**config.mk**
```make
export PLATFORM = sky130hd
export DESIGN_NAME = mem_subsys
export DESIGN_NICKNAME = d
export VERILOG_FILES = /design/src/source/mem_pkg.sv /design/src/source/mem_ifs.sv /design/src/source/apb_master_fsm.sv /design/src/source/mem_issue_stage.sv /design/src/source/mem_stage.sv /design/src/source/mem_subsys.sv
export VERILOG_INCLUDE_DIRS = /design/src /design/src/source
export SDC_FILE = /design/constraint.sdc
export NUM_CORES = 1
export LEC_CHECK = 0
export BUFFER_PORTS_ARGS = -buffer_cell sky130_fd_sc_hd__buf_2
export CORE_MARGIN = 1
export CORE_UTILIZATION = 31
export DETAILED_ROUTE_END_ITERATION = 12
export PLACE_DENSITY = 0.47
export SKIP_LAST_GASP = 1
export SYNTH_ARGS = -nofsm -noshare
export SYNTH_HDL_FRONTEND = slang
export SYNTH_SLANG_ARGS = --single-unit
```
**constraint.sdc**
```tcl
create_clock -name clk -period 21.7 [get_ports clk]
set_input_delay 1.085 -clock clk [delete_from_list [all_inputs] [get_ports clk]]
set_output_delay 1.085 -clock clk [all_outputs]
set_load 0.02 [all_outputs]
```
**src/source/mem_consts.svh**
```systemverilog
`ifndef MEM_CONSTS_SVH
`define MEM_CONSTS_SVH

// data word width, also the bus width toward memory
`define MEM_DATA_W 32

// byte address width
`define MEM_ADDR_W 32

// gpr index width
`define MEM_REG_W 5

`endif

```
**src/source/mem_pkg.sv**
```systemverilog
`default_nettype none

`include "mem_consts.svh"

package mem_pkg;

    typedef logic [`MEM_DATA_W-1:0]   word_t;
    typedef logic [`MEM_ADDR_W-1:0]   addr_t;
    typedef logic [`MEM_DATA_W/8-1:0] strb_t;    // one bit per byte lane
    typedef logic [`MEM_REG_W-1:0]    reg_idx_t;

    // memory operation carried down from decode
    typedef enum logic [3:0] {
        op_none,    // alu op, result passes through
        op_lb,
        op_lbu,
        op_lh,
        op_lhu,
        op_lw,
        op_lwl,
        op_lwr,
        op_sb,
        op_sh,
        op_sw,
        op_swl,
        op_swr
    } mem_op_t;

    typedef enum logic [1:0] {
        st_idle,
        st_setup,   // psel high, penable low
        st_access   // penable high until pready
    } apb_state_t;

endpackage

`default_nettype wire

```
**src/source/mem_ifs.sv**
```systemverilog
`timescale 1ns/1ps
`default_nettype none

// issue stage to memory stage, valid/allowin handshake
interface stage_if import mem_pkg::*; ();
    logic     valid;
    logic     allowin;
    mem_op_t  op;
    addr_t    addr;       // byte address, or alu result for non-memory ops
    word_t    rt_value;   // old rt for lwl/lwr merge
    word_t    rdata;      // raw bus word, zero when no access
    reg_idx_t dest;
    logic     gr_we;
    logic     ex_addr;
    logic     ex_bus;
    addr_t    pc;

    modport producer (
        output valid, op, addr, rt_value, rdata, dest, gr_we, ex_addr, ex_bus, pc,
        input  allowin
    );
    modport consumer (
        input  valid, op, addr, rt_value, rdata, dest, gr_we, ex_addr, ex_bus, pc,
        output allowin
    );
endinterface

// one bus request at a time, held until done
interface mem_req_if import mem_pkg::*; ();
    logic  req;
    logic  write;
    addr_t addr;
    word_t wdata;
    strb_t strb;
    logic  done;    // single cycle pulse
    word_t rdata;
    logic  err;

    modport requester (output req, write, addr, wdata, strb, input done, rdata, err);
    modport completer (input req, write, addr, wdata, strb, output done, rdata, err);
endinterface

`default_nettype wire

```
**src/source/apb_master_fsm.sv**
```systemverilog
`timescale 1ns/1ps
`default_nettype none

module apb_master_fsm import mem_pkg::*; (
    input  wire logic  clk,
    input  wire logic  reset,
    mem_req_if.completer req_bus,
    output logic       psel,
    output logic       penable,
    output logic       pwrite,
    output addr_t      paddr,
    output word_t      pwdata,
    output strb_t      pstrb,
    input  wire word_t prdata,
    input  wire logic  pready,
    input  wire logic  pslverr
);

    apb_state_t state;
    apb_state_t state_next;
    logic       start;    // new request taken in idle

    assign start = state == st_idle && req_bus.req;

    always_comb begin
        state_next = state;
        case (state)
            st_idle: begin
                if (req_bus.req) begin
                    state_next = st_setup;
                end
            end
            st_setup: state_next = st_access;
            st_access: begin
                if (pready) begin
                    state_next = st_idle;   // wait states end here
                end
            end
            default: state_next = st_idle;
        endcase
    end

    always_ff @(posedge clk) begin
        if (reset) begin
            state <= st_idle;
        end else begin
            state <= state_next;
        end
    end

    // transfer fields held for setup and every access cycle
    always_ff @(posedge clk) begin
        if (start) begin
            pwrite <= req_bus.write;
            paddr  <= req_bus.addr & ~addr_t'(3);   // word aligned on the bus
            pwdata <= req_bus.wdata;
            pstrb  <= req_bus.strb;
        end
    end

    assign psel    = state != st_idle;
    assign penable = state == st_access;

    assign req_bus.done  = state == st_access && pready;
    assign req_bus.rdata = prdata;
    assign req_bus.err   = pslverr;

endmodule

`default_nettype wire

```
**src/source/mem_issue_stage.sv**
```systemverilog
`timescale 1ns/1ps
`default_nettype none

module mem_issue_stage import mem_pkg::*; (
    input  wire logic     clk,
    input  wire logic     reset,
    input  wire logic     in_valid,
    output logic          in_allowin,
    input  wire mem_op_t  op,
    input  wire addr_t    addr,
    input  wire word_t    rt_value,
    input  wire reg_idx_t dest,
    input  wire logic     gr_we,
    input  wire addr_t    pc,
    mem_req_if.requester  req_bus,
    stage_if.producer     to_ms
);

    logic       is_valid;
    logic       is_waiting;   // bus transfer still outstanding
    mem_op_t    is_op;
    addr_t      is_addr;
    word_t      is_rt;
    reg_idx_t   is_dest;
    logic       is_gr_we;
    addr_t      is_pc;
    logic       is_ex_addr;
    logic       is_ex_bus;
    word_t      is_rdata;

    logic       ready_go;
    logic       in_fire;
    logic       mis_half;
    logic       mis_word;
    logic       addr_err;     // misaligned incoming access
    logic       is_store;
    logic [1:0] lane;

    assign mis_half = addr[0];
    assign mis_word = addr[1:0] != 2'b00;

    always_comb begin
        case (op)
            op_lh, op_lhu, op_sh: addr_err = mis_half;
            op_lw, op_sw:         addr_err = mis_word;
            default:              addr_err = 1'b0;
        endcase
    end

    assign ready_go   = !is_waiting;
    assign in_allowin = !is_valid || ready_go && to_ms.allowin;
    assign in_fire    = in_valid && in_allowin;

    always_ff @(posedge clk) begin
        if (reset) begin
            is_valid <= 1'b0;
        end else if (in_allowin) begin
            is_valid <= in_valid;
        end
    end

    // a faulting op never reaches the bus
    always_ff @(posedge clk) begin
        if (reset) begin
            is_waiting <= 1'b0;
        end else if (in_fire) begin
            is_waiting <= op != op_none && !addr_err;
        end else if (req_bus.done) begin
            is_waiting <= 1'b0;
        end
    end

    always_ff @(posedge clk) begin
        if (in_fire) begin
            is_op      <= op;
            is_addr    <= addr;
            is_rt      <= rt_value;
            is_dest    <= dest;
            is_gr_we   <= gr_we;
            is_pc      <= pc;
            is_ex_addr <= addr_err;
            is_ex_bus  <= 1'b0;
            is_rdata   <= '0;
        end else if (req_bus.done) begin
            is_rdata  <= req_bus.rdata;
            is_ex_bus <= req_bus.err;
        end
    end

    assign lane     = is_addr[1:0];
    assign is_store = is_op inside {op_sb, op_sh, op_sw, op_swl, op_swr};

    // byte lanes and data placement for stores, little endian
    always_comb begin
        req_bus.strb  = 4'b1111;   // loads and sw take the whole word
        req_bus.wdata = is_rt;
        case (is_op)
            op_sb: begin
                req_bus.strb  = 4'b0001 << lane;
                req_bus.wdata = {4{is_rt[7:0]}};
            end
            op_sh: begin
                req_bus.strb  = lane[1] ? 4'b1100 : 4'b0011;
                req_bus.wdata = {2{is_rt[15:0]}};
            end
            op_swl: begin
                req_bus.strb  = 4'b1111 >> ~lane;   // high bytes of rt go low
                req_bus.wdata = is_rt >> {~lane, 3'b000};
            end
            op_swr: begin
                req_bus.strb  = 4'b1111 << lane;
                req_bus.wdata = is_rt << {lane, 3'b000};
            end
            default: ;
        endcase
    end

    assign req_bus.req   = is_valid && is_waiting;
    assign req_bus.write = is_store;
    assign req_bus.addr  = is_addr;

    assign to_ms.valid    = is_valid && ready_go;
    assign to_ms.op       = is_op;
    assign to_ms.addr     = is_addr;
    assign to_ms.rt_value = is_rt;
    assign to_ms.rdata    = is_rdata;
    assign to_ms.dest     = is_dest;
    assign to_ms.gr_we    = is_gr_we;
    assign to_ms.ex_addr  = is_ex_addr;
    assign to_ms.ex_bus   = is_ex_bus;
    assign to_ms.pc       = is_pc;

endmodule

`default_nettype wire

```
**src/source/mem_stage.sv**
```systemverilog
`timescale 1ns/1ps
`default_nettype none

module mem_stage import mem_pkg::*; (
    input  wire logic clk,
    input  wire logic reset,
    stage_if.consumer from_is,
    input  wire logic wb_allowin,
    output logic      wb_valid,
    output logic      wb_we,
    output reg_idx_t  wb_dest,
    output word_t     wb_data,
    output addr_t     wb_pc,
    output logic      wb_ex_addr,
    output logic      wb_ex_bus,
    output reg_idx_t  fwd_dest,
    output word_t     fwd_data
);

    logic       ms_valid;
    mem_op_t    ms_op;
    addr_t      ms_addr;
    word_t      ms_rt;
    word_t      ms_rdata;
    reg_idx_t   ms_dest;
    logic       ms_gr_we;
    logic       ms_ex_addr;
    logic       ms_ex_bus;
    addr_t      ms_pc;

    logic [1:0] lane;
    word_t      lane_word;    // addressed byte moved down to bit 0
    word_t      lwl_mask;     // rt bytes kept by lwl
    word_t      lwr_mask;     // rt bytes kept by lwr
    word_t      load_data;
    word_t      final_result;
    logic       is_load;

    // always ready to go, so only the writeback side can stall
    assign from_is.allowin = !ms_valid || wb_allowin;

    always_ff @(posedge clk) begin
        if (reset) begin
            ms_valid <= 1'b0;
        end else if (from_is.allowin) begin
            ms_valid <= from_is.valid;
        end
    end

    always_ff @(posedge clk) begin
        if (from_is.valid && from_is.allowin) begin
            ms_op      <= from_is.op;
            ms_addr    <= from_is.addr;
            ms_rt      <= from_is.rt_value;
            ms_rdata   <= from_is.rdata;
            ms_dest    <= from_is.dest;
            ms_gr_we   <= from_is.gr_we;
            ms_ex_addr <= from_is.ex_addr;
            ms_ex_bus  <= from_is.ex_bus;
            ms_pc      <= from_is.pc;
        end
    end

    assign lane      = ms_addr[1:0];
    assign lane_word = ms_rdata >> {lane, 3'b000};
    assign lwl_mask  = ~(word_t'('1) << {~lane, 3'b000});
    assign lwr_mask  = ~(word_t'('1) >> {lane, 3'b000});

    always_comb begin
        case (ms_op)
            op_lb:   load_data = {{24{lane_word[7]}}, lane_word[7:0]};
            op_lbu:  load_data = {24'd0, lane_word[7:0]};
            op_lh:   load_data = {{16{lane_word[15]}}, lane_word[15:0]};
            op_lhu:  load_data = {16'd0, lane_word[15:0]};
            op_lwl:  load_data = (ms_rdata << {~lane, 3'b000}) | (ms_rt & lwl_mask);
            op_lwr:  load_data = lane_word | (ms_rt & lwr_mask);
            default: load_data = ms_rdata;   // lw
        endcase
    end

    assign is_load      = ms_op inside {op_lb, op_lbu, op_lh, op_lhu, op_lw, op_lwl, op_lwr};
    assign final_result = is_load ? load_data : ms_addr;

    assign wb_valid   = ms_valid;
    assign wb_we      = ms_gr_we && !ms_ex_addr && !ms_ex_bus;   // faults never write the rf
    assign wb_dest    = ms_dest;
    assign wb_data    = final_result;
    assign wb_pc      = ms_pc;
    assign wb_ex_addr = ms_ex_addr;
    assign wb_ex_bus  = ms_ex_bus;

    // bypass to decode, zero dest when nothing is written
    assign fwd_dest = (wb_valid && wb_we) ? ms_dest : '0;
    assign fwd_data = final_result;

endmodule

`default_nettype wire

```
**src/source/mem_subsys.sv**
```systemverilog
`timescale 1ns/1ps
`default_nettype none

module mem_subsys import mem_pkg::*; (
    input  wire logic     clk,
    input  wire logic     reset,
    // from execute
    input  wire logic     in_valid,
    output logic          in_allowin,
    input  wire mem_op_t  op,
    input  wire addr_t    addr,
    input  wire word_t    rt_value,
    input  wire reg_idx_t dest,
    input  wire logic     gr_we,
    input  wire addr_t    pc,
    // to writeback
    input  wire logic     wb_allowin,
    output logic          wb_valid,
    output logic          wb_we,
    output reg_idx_t      wb_dest,
    output word_t         wb_data,
    output addr_t         wb_pc,
    output logic          wb_ex_addr,
    output logic          wb_ex_bus,
    output reg_idx_t      fwd_dest,
    output word_t         fwd_data,
    // apb data memory port
    output logic          psel,
    output logic          penable,
    output logic          pwrite,
    output addr_t         paddr,
    output word_t         pwdata,
    output strb_t         pstrb,
    input  wire word_t    prdata,
    input  wire logic     pready,
    input  wire logic     pslverr
);

    stage_if   stage_bus ();
    mem_req_if mem_req ();

    mem_issue_stage issue0 (
        .clk        (clk),
        .reset      (reset),
        .in_valid   (in_valid),
        .in_allowin (in_allowin),
        .op         (op),
        .addr       (addr),
        .rt_value   (rt_value),
        .dest       (dest),
        .gr_we      (gr_we),
        .pc         (pc),
        .req_bus    (mem_req.requester),
        .to_ms      (stage_bus.producer)
    );

    apb_master_fsm apb0 (
        .clk     (clk),
        .reset   (reset),
        .req_bus (mem_req.completer),
        .psel    (psel),
        .penable (penable),
        .pwrite  (pwrite),
        .paddr   (paddr),
        .pwdata  (pwdata),
        .pstrb   (pstrb),
        .prdata  (prdata),
        .pready  (pready),
        .pslverr (pslverr)
    );

    mem_stage stage0 (
        .clk        (clk),
        .reset      (reset),
        .from_is    (stage_bus.consumer),
        .wb_allowin (wb_allowin),
        .wb_valid   (wb_valid),
        .wb_we      (wb_we),
        .wb_dest    (wb_dest),
        .wb_data    (wb_data),
        .wb_pc      (wb_pc),
        .wb_ex_addr (wb_ex_addr),
        .wb_ex_bus  (wb_ex_bus),
        .fwd_dest   (fwd_dest),
        .fwd_data   (fwd_data)
    );

endmodule

`default_nettype wire

```
==> reports/summary.txt <==
Area occupied by multi-input gates - 4030 um^2
Worst slew pin tran - 1070 ps
Antenna Nets Post-Route - 0
Critical Path Start Type - flop
Post-layout util - 38.4%
Fin. Hold Viols - 0
Crit path time final - 4520 ps
Vias/cell - 5.04
Compound-Gate Fraction of Synth Area - 12.9%
RR Endpoint - issue0.req_bus.addr[16]
Seq cells post-synth - 352
Cell count after placement - 1,959
Die Ht - 221 um
# H-tree levels - 2
Detailed router's first-iteration violation count - 839
Max VDD drop - 0.0612 mV
Antenna violations before repair - 6
Largest family of logic cells by synthesized area - compound AO/OA/AOI/OAI gates
P_leak - 6.68 nW
DRC viols - 0
Port-buffer cells - 323
Global-route wire length before repair - 66,100 um
Simple-gate area share of the yosys netlist - 8.56%
ANT cells - 0
Starting density of the core - 31.7%
WP data required - 20,610 ps
Setup Fix Bufs, Post-CTS - 0
Final Skew - 16.7 ps
Slew headroom - 27.7%
Drt wl/cell - 22.1 um
Max-slew violations - 0
Sink Count - 352
CTS root buffer - clkbuf_16
Max Freq - 221 MHz
Power Density - 89.8 nW/um^2
Reg2reg setup slack - 18,690 ps
Total GRT Usage - 18.1%
Cells after Synth - 1,119
Design Power - 1.62 mW
Setup slack after layout - 17,180 ps
FFs w/ async S/R, synth - 0%
Avg Cell Area, Syn - 13.3 um^2
Final net count - 1,539
Final Setup Violations - 0
Multiplexer share of the synthesized area - 5.32%
Netlist cell types - 64
Routability Congestion - 0.846
CTS tree - done
Post-synth EDFFs - 314
Vias - 10,300
Setup tns final - 0 ps
CP Class - reg2out
Die area - 48,900 um^2
Clk buf depth - 3
Dpl hpwl - 31,400 um
RSZ-0062 raised after global routing - no
Sequential-to-total area share from yosys stat - 68.5%
Synth-to-layout area growth - 21.3%
Top_reg_cell synth - edfxtp_1
Post-CTS sizing - 0
Critical path startpoint - stage0.ms_addr[1]
Routed wire length - 44,900 um
Final period util - 20.8%
Setup crit end - fwd_data[15]
Post-synthesis xor/xnor area fraction - 0.0589%
RR Startpoint - stage0.wb_valid
Fillers - 4,525
Crit end category - primary output
Reg2Reg Depth - 4
Hold Buf Count CTS - 0
Adder-Cell Fraction of Synth Area - 0%
Chip Width - 221 um
Critical Path AT - 3440 ps
TritonCTS buffer count - 41
Non-filler cells, final - 2,033
Grt total ovfl - 0
Synth Cell Area - 14,900 um^2
Vias in the first global route - 10,100
Worst-path clk slew - 60 ps
DRT Pass-1 Iters - 4
CP max FO - 59
Hold crit path type - reg2reg
Post-DP Area - 16,800 um^2
Core area - 47,000 um^2
Worst-Skew Late Latency - 570 ps
Synthesis Warnings - 0
Place WS - 17,820 ps
FF/Latch Area - 10,200 um^2
Max cap viols - 0
Row count - 79
Post-Layout Inst Area - 18,000 um^2
Outcome - finished, final reports clean
Layout cells sized above 1 - 31.1%
Largest net degree at the start of global routing - 141
Final hold slack - 412 ps
I/O pins - 326
-- area by class of cell --
| type | instances | share of cell area [%] |
|---|---|---|
| flip-flops and latches | 352 | 56.5 |
| multi-input cells | 647 | 22.3 |
| well taps | 607 | 4.21 |
| inverters | 17 | 0.354 |
| repair buffers | 336 | 9.57 |
| clock inverters | 22 | 0.881 |
| clock buffers | 52 | 6.20 |
-- layer usage --
layer,vias up,track usage [%],part of all wire [%]
li1,4758,-,-
met3,75,4.24,6.8
met2,401,28.8,47
met1,5009,24.2,44
met4,12,6.18,2.6
met5,-,0,0.14
-- worst max-delay path, cell delays in order (launching register included) --
cell and delay, ps:
edfxtp_1 320, buf_4 460, inv_2 400, mux2i_2 330, o41ai_4 620, o221ai_2 260
a22o_1 260, buf_2 160
-- worst min path at each step --
stage / end / slack (ps) / start / depth (start not counted)
final: stage0.wb_dest[4] / 410 / issue0.to_ms.dest[4] / 0
after global routing: stage0.wb_pc[18] / 420 / issue0.to_ms.pc[18] / 0
after global placement: stage0.wb_pc[12] / 400 / issue0.to_ms.pc[12] / 0
after floorplan: stage0.ms_gr_we / 400 / issue0.to_ms.gr_we / 0
after detailed placement: stage0.wb_pc[15] / 400 / issue0.to_ms.pc[15] / 0
after CTS: stage0.wb_pc[18] / 420 / issue0.to_ms.pc[18] / 0
-- registers in the layout, indices dropped and copies added (netlist names), 5 cells and up --
register and count:
apb0.paddr 30, stage0.ms_rt 32, issue0.to_ms.pc 32, stage0.ms_addr 32
stage0.wb_dest 5, stage0.ms_rdata 32, issue0.req_bus.addr 32, apb0.pwdata 32
stage0.wb_pc 32, issue0.to_ms.dest 5, issue0.to_ms.rt_value 32, issue0.to_ms.rdata 32
-- placed cells by master, fill, tap and decap left out, drive strengths merged, types with 9 or more instances in the layout --
master / count
buf: 336
edfxtp: 314
nand2: 140
nor2: 76
a21oi: 74
o21ai: 72
clkbuf: 52
dfxtp: 38
mux2i: 36
mux2: 21
nor2b: 19
clkinv: 19
a211oi: 18
inv: 18
o22ai: 16
or3: 15
and3: 11
a22oi: 9
a22o: 9
o22a: 9
o21a: 9
o31ai: 9
o221ai: 9
-- report_power, final --
group | internal [mW] | total [mW] | switching, mW | leakage (nW)
combinational | 0.0554 | 0.165 | 0.110 | 2.77
clock | 0.369 | 0.650 | 0.281 | 0.626
sequential | 0.779 | 0.805 | 0.0260 | 3.28
total | 1.20 | 1.62 | 0.417 | 6.68
-- cell usage after synthesis, types with 2 or more instances --
library cell / n / area, um^2
a211oi_1: 18 / 135
a21oi_1: 73 / 365
a221oi_1: 8 / 70.1
a22o_1: 9 / 78.8
a22oi_1: 9 / 67.6
a31oi_1: 8 / 50.1
a32o_1: 2 / 20.0
and2_1: 3 / 18.8
and3_1: 11 / 68.8
buf_1: 4 / 15.0
buf_2: 20 / 100
buf_4: 41 / 308
buf_6: 7 / 78.8
clkbuf_1: 32 / 120
dfxtp_1: 38 / 761
edfxtp_1: 314 / 9430
inv_1: 14 / 52.6
inv_2: 2 / 7.51
mux2_2: 20 / 225
mux2i_1: 33 / 330
mux2i_2: 3 / 41.3
mux4_2: 8 / 180
nand2_1: 140 / 526
nand2b_1: 4 / 25.0
nand3_1: 7 / 35.0
nor2_1: 76 / 285
nor2b_1: 17 / 106
nor2b_4: 2 / 27.5
nor3_1: 3 / 15.0
nor3b_1: 3 / 22.5
o211ai_1: 8 / 60.1
o21a_1: 9 / 67.6
o21ai_0: 62 / 310
o21ai_1: 10 / 50.1
o221ai_1: 8 / 70.1
o22a_1: 9 / 78.8
o22ai_1: 16 / 100
o2bb2ai_1: 6 / 52.6
o311ai_0: 8 / 70.1
o31ai_1: 9 / 67.6
o32ai_1: 8 / 70.1
or3_1: 15 / 93.8
-- logic make-up (layout without fill, tap and decap cells) --
| kind of cell | Yosys count | count (layout) |
|---|---|---|
| AO/OA/AOI/OAI | 292 | 292 |
| other | 1 | 2 |
| buffers and inverters | 121 | 427 |
| multiplexers | 65 | 65 |
| XOR/XNOR | 1 | 1 |
| flip-flops | 352 | 352 |
| AND/OR/NAND/NOR | 287 | 287 |
Power figures use the tool's default switching activity.
